[src/hw/cpu_pkg.sv]
package cpu_pkg;

    localparam int addr_w = 6;
    localparam int data_w = 16;

    typedef logic [addr_w-1:0] addr_t;
    typedef logic [data_w-1:0] data_t;

    // Operand field, mode bit on top of a 3-bit address
    typedef logic [3:0] field_t;
    localparam int mode_bit = 3;

    // Codes not listed here are fetched and skipped
    typedef enum logic [3:0] {
        op_mov  = 4'd0,
        op_add  = 4'd1,
        op_sub  = 4'd2,
        op_mul  = 4'd3,
        op_in   = 4'd7,
        op_out  = 4'd8,
        op_stop = 4'd15
    } opcode_t;

    typedef enum logic [1:0] {
        alu_add,
        alu_sub,
        alu_mul
    } alu_op_t;

    // First instruction lives right after the eight operand words
    localparam addr_t pc_start = 6'd8;

    // Instruction word layout
    localparam int op_hi = 15;
    localparam int op_lo = 12;
    localparam int x_hi  = 11;
    localparam int x_lo  = 8;
    localparam int y_hi  = 7;
    localparam int y_lo  = 4;
    localparam int z_hi  = 3;
    localparam int z_lo  = 0;

endpackage

[src/hw/alu.sv]
module alu import cpu_pkg::*; (
    input  alu_op_t op,
    input  data_t   a,
    input  data_t   b,
    output data_t   result
);

    // Results wrap to the data width, product keeps its low half
    always_comb begin
        case (op)
            alu_add: result = a + b;
            alu_sub: result = a - b;
            default: result = a * b;
        endcase
    end

endmodule

[src/hw/mem_port.sv]
module mem_port import cpu_pkg::*; (
    input  logic  clk,
    input  logic  rst_n,
    input  logic  start,
    input  logic  write,
    input  addr_t addr,
    input  data_t wdata,
    output logic  done,
    output data_t rdata,
    output logic  mem_req_valid,
    output logic  mem_we,
    output addr_t mem_addr,
    output data_t mem_wdata,
    input  logic  mem_req_ready,
    input  logic  mem_rsp_valid,
    input  data_t mem_rdata
);

    logic accept;
    logic rd_pending;
    logic rd_done;

    assign accept = mem_req_valid && mem_req_ready;

    always_ff @(posedge clk or negedge rst_n) begin
        if (!rst_n) begin
            mem_req_valid <= 1'b0;
            rd_pending    <= 1'b0;
            rd_done       <= 1'b0;
        end else begin
            if (start)
                mem_req_valid <= 1'b1;
            else if (accept)
                mem_req_valid <= 1'b0;

            // Only reads wait for a response
            if (accept && !mem_we)
                rd_pending <= 1'b1;
            else if (mem_rsp_valid)
                rd_pending <= 1'b0;

            rd_done <= rd_pending && mem_rsp_valid;
        end
    end

    // Request fields stay put until the memory takes them
    always_ff @(posedge clk) begin
        if (start) begin
            mem_we    <= write;
            mem_addr  <= addr;
            mem_wdata <= wdata;
        end
        if (rd_pending && mem_rsp_valid)
            rdata <= mem_rdata;
    end

    // A write ends at the transfer, a read one cycle after its response
    assign done = (accept && mem_we) || rd_done;

endmodule

[src/hw/io_port.sv]
module io_port import cpu_pkg::*; (
    input  logic  clk,
    input  logic  rst_n,
    input  logic  in_start,
    input  logic  out_start,
    input  data_t out_word,
    output logic  in_done,
    output logic  out_done,
    output data_t in_word,
    input  logic  in_valid,
    input  data_t in_data,
    output logic  in_ready,
    output logic  out_valid,
    output data_t out_data,
    input  logic  out_ready
);

    logic in_xfer;
    logic out_xfer;

    assign in_xfer  = in_valid && in_ready;
    assign out_xfer = out_valid && out_ready;

    always_ff @(posedge clk or negedge rst_n) begin
        if (!rst_n) begin
            in_ready  <= 1'b0;
            in_done   <= 1'b0;
            out_valid <= 1'b0;
            out_done  <= 1'b0;
        end else begin
            // Ready only while an IN instruction waits for its word
            if (in_start)
                in_ready <= 1'b1;
            else if (in_xfer)
                in_ready <= 1'b0;
            in_done <= in_xfer;

            if (out_start)
                out_valid <= 1'b1;
            else if (out_xfer)
                out_valid <= 1'b0;
            out_done <= out_xfer;
        end
    end

    always_ff @(posedge clk) begin
        if (in_xfer)
            in_word <= in_data;
        // Held until the consumer takes it
        if (out_start)
            out_data <= out_word;
    end

endmodule

[src/hw/cpu_datapath.sv]
module cpu_datapath import cpu_pkg::*; (
    input  logic       clk,
    input  logic       rst_n,
    input  logic       ir_load,
    input  logic       pc_inc,
    input  logic       x_load,
    input  logic       y_load,
    input  logic       z_load,
    input  logic       acc_load,
    input  logic       mar_load,
    input  logic       x_sel,
    input  logic       y_sel,
    input  logic       z_sel,
    input  logic [1:0] mar_sel,
    input  logic       acc_from_in,
    input  logic       wdata_sel,
    input  alu_op_t    alu_op,
    input  data_t      rdata,
    input  data_t      in_word,
    output addr_t      mar,
    output opcode_t    opcode,
    output field_t     field_x,
    output field_t     field_y,
    output field_t     field_z,
    output data_t      acc,
    output data_t      wdata
);

    data_t ir;
    addr_t pc;
    addr_t x_addr;
    addr_t y_addr;
    addr_t z_addr;
    addr_t ind_addr;
    addr_t mar_next;
    data_t alu_result;

    assign opcode  = opcode_t'(ir[op_hi:op_lo]);
    assign field_x = ir[x_hi:x_lo];
    assign field_y = ir[y_hi:y_lo];
    assign field_z = ir[z_hi:z_lo];

    // Pointer word read during indirect resolution
    assign ind_addr = rdata[addr_w-1:0];

    always_comb begin
        case (mar_sel)
            2'd0:    mar_next = pc;
            2'd1:    mar_next = x_addr;
            2'd2:    mar_next = y_addr;
            default: mar_next = z_addr;
        endcase
    end

    // MAR starts on the first instruction so fetch can begin at once
    always_ff @(posedge clk or negedge rst_n) begin
        if (!rst_n) begin
            pc  <= pc_start;
            mar <= pc_start;
        end else begin
            if (pc_inc)
                pc <= pc + addr_t'(1);
            if (mar_load)
                mar <= mar_next;
        end
    end

    always_ff @(posedge clk) begin
        if (ir_load)
            ir <= rdata;
        if (x_load)
            x_addr <= x_sel ? ind_addr : addr_t'(field_x[mode_bit-1:0]);
        if (y_load)
            y_addr <= y_sel ? ind_addr : addr_t'(field_y[mode_bit-1:0]);
        if (z_load)
            z_addr <= z_sel ? ind_addr : addr_t'(field_z[mode_bit-1:0]);
        if (acc_load)
            acc <= acc_from_in ? in_word : rdata;
    end

    // ACC holds M[Y], the last read word is M[Z]
    alu alu_inst (
        .op     (alu_op),
        .a      (acc),
        .b      (rdata),
        .result (alu_result)
    );

    assign wdata = wdata_sel ? alu_result : acc;

endmodule

[src/hw/cpu_control.sv]
module cpu_control import cpu_pkg::*; (
    input  logic       clk,
    input  logic       rst_n,
    input  opcode_t    opcode,
    input  field_t     field_x,
    input  field_t     field_y,
    input  field_t     field_z,
    input  logic       mem_done,
    input  logic       in_done,
    input  logic       out_done,
    output logic       ir_load,
    output logic       pc_inc,
    output logic       x_load,
    output logic       y_load,
    output logic       z_load,
    output logic       acc_load,
    output logic       mar_load,
    output logic       x_sel,
    output logic       y_sel,
    output logic       z_sel,
    output logic [1:0] mar_sel,
    output logic       acc_from_in,
    output alu_op_t    alu_op,
    output logic       mem_start,
    output logic       mem_write,
    output logic       wdata_sel,
    output logic       in_start,
    output logic       out_start,
    output logic       halted
);

    typedef enum logic [4:0] {
        s_fetch,
        s_fetch_wait,
        s_decode,
        s_res,
        s_res_go,
        s_res_wait,
        s_ops,
        s_rd_a,
        s_rd_a_wait,
        s_rd_b,
        s_rd_b_wait,
        s_write,
        s_write_wait,
        s_in_wait,
        s_out,
        s_out_wait,
        s_halt
    } state_t;

    state_t     state;
    state_t     state_next;
    // Operand being resolved: 3 is z, 2 is y, 1 is x, same as the MAR select
    logic [1:0] res_idx;
    logic [1:0] idx_next;
    logic       is_arith;
    logic       res_ind;

    assign is_arith = opcode inside {op_add, op_sub, op_mul};

    // Only fields the opcode actually uses get resolved
    always_comb begin
        case (res_idx)
            2'd3:    res_ind = is_arith && field_z[mode_bit];
            2'd2:    res_ind = (is_arith || opcode == op_mov) && field_y[mode_bit];
            default: res_ind = field_x[mode_bit];
        endcase
    end

    always_comb begin
        case (opcode)
            op_sub:  alu_op = alu_sub;
            op_mul:  alu_op = alu_mul;
            default: alu_op = alu_add;
        endcase
    end

    assign x_sel       = (state == s_res_wait);
    assign y_sel       = (state == s_res_wait);
    assign z_sel       = (state == s_res_wait);
    assign acc_from_in = (state == s_in_wait);
    assign mem_write   = (state == s_write);
    assign wdata_sel   = is_arith;
    assign halted      = (state == s_halt);

    always_ff @(posedge clk or negedge rst_n) begin
        if (!rst_n) begin
            state   <= s_fetch;
            res_idx <= 2'd3;
        end else begin
            state   <= state_next;
            res_idx <= idx_next;
        end
    end

    always_comb begin
        state_next = state;
        idx_next   = res_idx;
        ir_load    = 1'b0;
        pc_inc     = 1'b0;
        x_load     = 1'b0;
        y_load     = 1'b0;
        z_load     = 1'b0;
        acc_load   = 1'b0;
        mar_load   = 1'b0;
        mar_sel    = 2'd0;
        mem_start  = 1'b0;
        in_start   = 1'b0;
        out_start  = 1'b0;

        case (state)
            s_fetch: begin
                mem_start  = 1'b1;
                pc_inc     = 1'b1;
                state_next = s_fetch_wait;
            end
            s_fetch_wait: begin
                if (mem_done) begin
                    ir_load    = 1'b1;
                    state_next = s_decode;
                end
            end
            s_decode: begin
                // Direct addresses first, indirect ones overwrite them later
                x_load   = 1'b1;
                y_load   = 1'b1;
                z_load   = 1'b1;
                idx_next = 2'd3;
                case (opcode)
                    op_mov: begin
                        if (field_z != '0) begin
                            mar_load   = 1'b1;
                            state_next = s_fetch;
                        end else begin
                            state_next = s_res;
                        end
                    end
                    op_add, op_sub, op_mul, op_in, op_out:
                        state_next = s_res;
                    op_stop:
                        state_next = s_halt;
                    default: begin
                        mar_load   = 1'b1;
                        state_next = s_fetch;
                    end
                endcase
            end
            s_res: begin
                if (res_ind) begin
                    mar_sel    = res_idx;
                    mar_load   = 1'b1;
                    state_next = s_res_go;
                end else if (res_idx == 2'd1) begin
                    state_next = s_ops;
                end else begin
                    idx_next = res_idx - 2'd1;
                end
            end
            s_res_go: begin
                mem_start  = 1'b1;
                state_next = s_res_wait;
            end
            s_res_wait: begin
                if (mem_done) begin
                    case (res_idx)
                        2'd3:    z_load = 1'b1;
                        2'd2:    y_load = 1'b1;
                        default: x_load = 1'b1;
                    endcase
                    if (res_idx == 2'd1) begin
                        state_next = s_ops;
                    end else begin
                        idx_next   = res_idx - 2'd1;
                        state_next = s_res;
                    end
                end
            end
            s_ops: begin
                case (opcode)
                    op_in: begin
                        in_start   = 1'b1;
                        state_next = s_in_wait;
                    end
                    op_out: begin
                        mar_sel    = 2'd1;
                        mar_load   = 1'b1;
                        state_next = s_rd_a;
                    end
                    default: begin
                        mar_sel    = 2'd2;
                        mar_load   = 1'b1;
                        state_next = s_rd_a;
                    end
                endcase
            end
            s_rd_a: begin
                mem_start  = 1'b1;
                state_next = s_rd_a_wait;
            end
            s_rd_a_wait: begin
                if (mem_done) begin
                    acc_load = 1'b1;
                    mar_load = 1'b1;
                    if (opcode == op_out) begin
                        mar_load   = 1'b0;
                        state_next = s_out;
                    end else if (is_arith) begin
                        mar_sel    = 2'd3;
                        state_next = s_rd_b;
                    end else begin
                        mar_sel    = 2'd1;
                        state_next = s_write;
                    end
                end
            end
            s_rd_b: begin
                mem_start  = 1'b1;
                state_next = s_rd_b_wait;
            end
            s_rd_b_wait: begin
                // Second operand stays in the memory port for the ALU
                if (mem_done) begin
                    mar_sel    = 2'd1;
                    mar_load   = 1'b1;
                    state_next = s_write;
                end
            end
            s_write: begin
                mem_start  = 1'b1;
                state_next = s_write_wait;
            end
            s_write_wait: begin
                if (mem_done) begin
                    mar_load   = 1'b1;
                    state_next = s_fetch;
                end
            end
            s_in_wait: begin
                if (in_done) begin
                    acc_load   = 1'b1;
                    mar_sel    = 2'd1;
                    mar_load   = 1'b1;
                    state_next = s_write;
                end
            end
            s_out: begin
                out_start  = 1'b1;
                state_next = s_out_wait;
            end
            s_out_wait: begin
                if (out_done) begin
                    mar_load   = 1'b1;
                    state_next = s_fetch;
                end
            end
            default: begin
                // Halted until reset
            end
        endcase
    end

endmodule

[src/hw/cpu_top.sv]
module cpu_top (
    input  logic           clk,
    input  logic           rst_n,
    output logic           mem_req_valid,
    output logic           mem_we,
    output cpu_pkg::addr_t mem_addr,
    output cpu_pkg::data_t mem_wdata,
    input  logic           mem_req_ready,
    input  logic           mem_rsp_valid,
    input  cpu_pkg::data_t mem_rdata,
    input  logic           in_valid,
    input  cpu_pkg::data_t in_data,
    output logic           in_ready,
    output logic           out_valid,
    output cpu_pkg::data_t out_data,
    input  logic           out_ready,
    output logic           halted
);

    logic              ir_load;
    logic              pc_inc;
    logic              x_load;
    logic              y_load;
    logic              z_load;
    logic              acc_load;
    logic              mar_load;
    logic              x_sel;
    logic              y_sel;
    logic              z_sel;
    logic [1:0]        mar_sel;
    logic              acc_from_in;
    logic              wdata_sel;
    cpu_pkg::alu_op_t  alu_op;
    cpu_pkg::opcode_t  opcode;
    cpu_pkg::field_t   field_x;
    cpu_pkg::field_t   field_y;
    cpu_pkg::field_t   field_z;
    logic              mem_start;
    logic              mem_write;
    logic              mem_done;
    logic              in_start;
    logic              in_done;
    logic              out_start;
    logic              out_done;
    cpu_pkg::addr_t    mar;
    cpu_pkg::data_t    acc;
    cpu_pkg::data_t    wdata;
    cpu_pkg::data_t    rdata;
    cpu_pkg::data_t    in_word;

    cpu_control cpu_control_inst (
        .clk         (clk),
        .rst_n       (rst_n),
        .opcode      (opcode),
        .field_x     (field_x),
        .field_y     (field_y),
        .field_z     (field_z),
        .mem_done    (mem_done),
        .in_done     (in_done),
        .out_done    (out_done),
        .ir_load     (ir_load),
        .pc_inc      (pc_inc),
        .x_load      (x_load),
        .y_load      (y_load),
        .z_load      (z_load),
        .acc_load    (acc_load),
        .mar_load    (mar_load),
        .x_sel       (x_sel),
        .y_sel       (y_sel),
        .z_sel       (z_sel),
        .mar_sel     (mar_sel),
        .acc_from_in (acc_from_in),
        .alu_op      (alu_op),
        .mem_start   (mem_start),
        .mem_write   (mem_write),
        .wdata_sel   (wdata_sel),
        .in_start    (in_start),
        .out_start   (out_start),
        .halted      (halted)
    );

    cpu_datapath cpu_datapath_inst (
        .clk         (clk),
        .rst_n       (rst_n),
        .ir_load     (ir_load),
        .pc_inc      (pc_inc),
        .x_load      (x_load),
        .y_load      (y_load),
        .z_load      (z_load),
        .acc_load    (acc_load),
        .mar_load    (mar_load),
        .x_sel       (x_sel),
        .y_sel       (y_sel),
        .z_sel       (z_sel),
        .mar_sel     (mar_sel),
        .acc_from_in (acc_from_in),
        .wdata_sel   (wdata_sel),
        .alu_op      (alu_op),
        .rdata       (rdata),
        .in_word     (in_word),
        .mar         (mar),
        .opcode      (opcode),
        .field_x     (field_x),
        .field_y     (field_y),
        .field_z     (field_z),
        .acc         (acc),
        .wdata       (wdata)
    );

    mem_port mem_port_inst (
        .clk           (clk),
        .rst_n         (rst_n),
        .start         (mem_start),
        .write         (mem_write),
        .addr          (mar),
        .wdata         (wdata),
        .done          (mem_done),
        .rdata         (rdata),
        .mem_req_valid (mem_req_valid),
        .mem_we        (mem_we),
        .mem_addr      (mem_addr),
        .mem_wdata     (mem_wdata),
        .mem_req_ready (mem_req_ready),
        .mem_rsp_valid (mem_rsp_valid),
        .mem_rdata     (mem_rdata)
    );

    // OUT words leave from ACC
    io_port io_port_inst (
        .clk       (clk),
        .rst_n     (rst_n),
        .in_start  (in_start),
        .out_start (out_start),
        .out_word  (acc),
        .in_done   (in_done),
        .out_done  (out_done),
        .in_word   (in_word),
        .in_valid  (in_valid),
        .in_data   (in_data),
        .in_ready  (in_ready),
        .out_valid (out_valid),
        .out_data  (out_data),
        .out_ready (out_ready)
    );

endmodule

[config.mk]
export PLATFORM = sky130hd
export DESIGN_NAME = cpu_top
export DESIGN_NICKNAME = d
export VERILOG_FILES = /design/src/hw/cpu_pkg.sv /design/src/hw/alu.sv /design/src/hw/mem_port.sv /design/src/hw/io_port.sv /design/src/hw/cpu_datapath.sv /design/src/hw/cpu_control.sv /design/src/hw/cpu_top.sv
export SDC_FILE = /design/constraint.sdc
export NUM_CORES = 1
export LEC_CHECK = 0
export BUFFER_PORTS_ARGS = -buffer_cell sky130_fd_sc_hd__buf_2
export CAP_MARGIN = 10
export CORE_AREA = 2 2 160 123
export CTS_CLUSTER_DIAMETER = 80
export DETAILED_ROUTE_END_ITERATION = 12
export DIE_AREA = 0 0 162 125
export GPL_TIMING_DRIVEN = 0
export PLACE_DENSITY = 0.85
export SKIP_CTS_REPAIR_TIMING = 1
export SYNTH_ARGS = -nofsm -noshare
export SYNTH_HDL_FRONTEND = slang
export SYNTH_SLANG_ARGS = --single-unit
[constraint.sdc]
create_clock -name clk -period 7.95 [get_ports clk]
set_input_delay 1.1925 -clock clk [delete_from_list [all_inputs] [get_ports clk]]
set_output_delay 1.1925 -clock clk [all_outputs]
set_load 0.1 [all_outputs]
==> impl_metrics.env <==
export IMPL_status="complete, no violations"
export IMPL_slew_viol_final=0
export IMPL_cap_violations=0
export IMPL_clock_root_buffer="clkbuf_16"
export IMPL_clk_latency_ns=0.44
export IMPL_slowest_delay_ns=0.67
export IMPL_worst_pin_slew_ns=1.261
export IMPL_fp_dieW_um=162
export IMPL_power_per_cell_area_mw_per_mm2=133.5
export IMPL_synthSimpleGateAreaFrac=0.1423
export IMPL_yosys_area_share_xor_xnor=0.05708
export IMPL_synth_top_family_by_area="adder cells"
export IMPL_final_cell_mix="125 x nand2_1, 123 x inv_1, 121 x edfxtp_1"
export IMPL_worstPathRequired_ns=8.13
export IMPL_peakVddDrop_v=0.0001384
export IMPL_hold_violations=0
export IMPL_vias=8274
export IMPL_drtIter0Drc=1092
export IMPL_finalSetupTns_ns=0
export IMPL_cts_sinks=147
export IMPL_rr_startpoint="mem_port_inst.rdata[1]$_DFFE_PP_"
export IMPL_postPlaceCellArea_mm2=0.01174
export IMPL_hpwl_um=22090
export IMPL_routedWlPerCell_um=20.99
export IMPL_final_common_cell="nand2_1"
export IMPL_whs_path_depth=0
export IMPL_grt_usage=0.3051
export IMPL_rr_worst_depth=19
export IMPL_core_area_mm2=0.01883
export IMPL_route_detailed_drc=0
export IMPL_io_pins=81
export IMPL_rsz0062_at_grt="no"
export IMPL_cp_common_cell="fa_1"
export IMPL_placedCellCount=1374
export IMPL_critical_path_buf_inv_count=5
export IMPL_slowest_stage="clkbuf_1"
export IMPL_netlist_instances=1039
export IMPL_place_congestion=0.9865
export IMPL_synth_area_leader_cell="edfxtp_1"
export IMPL_routed_wl_um=29510
export IMPL_start_util=0.5833
export IMPL_finalCritPeriodShare=0.8551
export IMPL_overflow=0
export IMPL_area_growth_pct=12.34
export IMPL_syn_cell_area_mm2=0.01098
export IMPL_rows=44
export IMPL_ys_async_sr_fraction=0.1769
export IMPL_antenna_left=0
export IMPL_cts_path_max_buffers=2
export IMPL_crit_chain="clkbuf_1, clkbuf_1, nand2_1, fa_1, fa_1, fa_1, fa_1, inv_1, fa_1, inv_1, fa_1, inv_1, ha_1, and3_1, a2111oi_0, o21bai_1, xnor2_1, nor2_1, a221o_1"
export IMPL_criticalPathCategory="reg -> reg"
export IMPL_final_area_mm2=0.01234
export IMPL_worstPathMaxFanout=10
export IMPL_netlist_area_leader_share=0.3309
export IMPL_end_kind="register"
export IMPL_reg2reg_slack_ns=1.15
export IMPL_synth_main_ff_cell="edfxtp_1"
export IMPL_cts_inserted_buffers=17
export IMPL_hp_class="reg -> reg"
export IMPL_synth_edff_count=121
export IMPL_p_leak_nw=5.260
export IMPL_instances_no_fill=1406
export IMPL_grt_pass1_wl_um=46110
export IMPL_finalSetupViolCount=0
export IMPL_critical_path_top_delay_family="adder cells"
export IMPL_antenna_cells=0
export IMPL_grt_max_degree=27
export IMPL_synth_nets=1228
export IMPL_ys_seq_area_frac=0.3906
export IMPL_fp_dieArea_mm2=0.02025
export IMPL_grt_antenna_before_repair=0
export IMPL_cp_start_kind="register"
export IMPL_worst_r2r_endpoint="mem_port_inst.mem_wdata[15]$_DFFE_PP_"
export IMPL_synth_fa_ha_area_frac=0.2274
export IMPL_h_tree_depth=4
export IMPL_avgViaCountPerCell=5.885
export IMPL_cts_tree="done"
export IMPL_cp_arrival_ns=6.98
export IMPL_nets=1329
export IMPL_syn_avg_cell_area_um2=10.57
export IMPL_min_from="cpu_datapath_inst.mar[2]$_DFFE_PN0P_"
export IMPL_synth_compound_area_share=0.07918
export IMPL_dieHeight_um=125
export IMPL_fin_crit_ns=6.798
export IMPL_synthMuxAreaShare=0.04181
export IMPL_hold_path_end="mem_port_inst.mem_addr[2]$_DFFE_PP_"
export IMPL_synth_seq_cells=147
export IMPL_drt_pre_antenna_iters=5
export IMPL_synth_warnings=0
export IMPL_slew_headroom=0.1526
export IMPL_path_clk_slew_ns=0.07
export IMPL_synthTopCellsByArea="edfxtp_1 33%, fa_1 15%, ha_1 8.0%"
export IMPL_synth_distinct_cells=66
export IMPL_fmax_mhz=147.1
export IMPL_port_buffers=80
export IMPL_fin_skew_ns=0.01600
export IMPL_grt_pass1_vias=8226
export IMPL_drive_gt1_frac=0.1414
==> report_power, final <==
| group | switching, mW | total [mW] | internal, mW |
|---|---|---|---|
| sequential | 0.000000000000000570 | 0.826 | 0.826 |
| combinational | 0.00677 | 0.0131 | 0.00638 |
| clock | 0.362 | 0.808 | 0.446 |
==> cell usage after synthesis (4+ instances only) <==
master / number
a21oi_1: 39
buf_2: 10
and3_1: 5
clkbuf_1: 35
nor2_1: 51
ha_1: 70
o21bai_1: 5
inv_1: 123
or3_1: 8
dfrtp_1: 22
or3b_1: 4
xor2_1: 19
and2_1: 77
a21o_1: 13
nand3_1: 8
nand2_1: 125
nand2b_1: 7
dfstp_2: 4
a221o_1: 4
nor4_1: 6
mux2_2: 23
o22ai_1: 4
fa_1: 81
a31oi_1: 9
xnor2_1: 50
edfxtp_1: 121
nor3_1: 9
mux2i_1: 20
o21ai_0: 34
==> worst max path at each step <==
stage / from / endpoint / cells past startpoint
floorplan: mem_port_inst.rdata[2]$_DFFE_PP_ / mem_port_inst.mem_wdata[15]$_DFFE_PP_ / 19
global placement: mem_port_inst.rdata[1]$_DFFE_PP_ / mem_port_inst.mem_wdata[15]$_DFFE_PP_ / 19
detailed placement: mem_port_inst.rdata[1]$_DFFE_PP_ / mem_port_inst.mem_wdata[15]$_DFFE_PP_ / 19
CTS: mem_port_inst.rdata[1]$_DFFE_PP_ / mem_port_inst.mem_wdata[15]$_DFFE_PP_ / 19
global route: mem_port_inst.rdata[1]$_DFFE_PP_ / mem_port_inst.mem_wdata[15]$_DFFE_PP_ / 19
finish: mem_port_inst.rdata[1]$_DFFE_PP_ / mem_port_inst.mem_wdata[15]$_DFFE_PP_ / 19
==> kinds of logic (layout without fill, tap and decap cells) <==
| family | after synthesis | after routing |
|---|---|---|
| multiplexers | 43 | 43 |
| AND/OR/NAND/NOR | 319 | 319 |
| flip-flops | 147 | 147 |
| adder cells (fa/ha/maj) | 151 | 151 |
| buffers and inverters | 172 | 286 |
| XOR/XNOR | 70 | 70 |
| AO/OA/AOI/OAI | 137 | 137 |
==> layer usage <==
layer	global-route usage	wire length, um	up-vias
met5	0	0	-
li1	-	-	3678
met1	0.4441	12380	4045
met4	0.08954	676	0
met2	0.4263	12270	483
met3	0.1178	4187	68
==> layout make-up <==
type,count,area [um2]
plain buffers,49,215.2
clock buffers,17,425.4
clock inverters,15,167.7
fillers,1435,6491
inverters,123,461.7
multi-input cells,720,6038
flip-flops and latches,147,4289
well taps,253,316.6
repair buffers,82,422.9
==> registers in the layout (all words and copies together), names as in the netlist, 2 cells and up <==
signal / flops
mem_port_inst.rdata: 16
cpu_datapath_inst.y_addr: 6
cpu_control_inst.state: 5
cpu_datapath_inst.acc: 16
io_port_inst.in_word: 16
mem_port_inst.mem_wdata: 16
cpu_datapath_inst.z_addr: 6
cpu_datapath_inst.x_addr: 6
mem_port_inst.mem_addr: 6
cpu_datapath_inst.pc: 6
io_port_inst.out_data: 16
cpu_control_inst.res_idx: 2
cpu_datapath_inst.ir: 16
cpu_datapath_inst.mar: 6
==> per-stage QoR <==
step	hold WS (ns)	setup slack, ns	utilization	power, mW
6_report	0.4437	1.152	0.6552	1.647
5_1_grt	0.4528	0.8534	0.6552	1.681
4_1_cts	0.4420	1.144	0.6552	1.650
3_5_place_dp	0.4332	1.154	0.6237	0.8551
3_3_place_gp	0.4261	1.379	0.6213	0.8546
2_1_floorplan	0.4206	2.274	-	0.8421
Power figures use the tool's default switching activity.
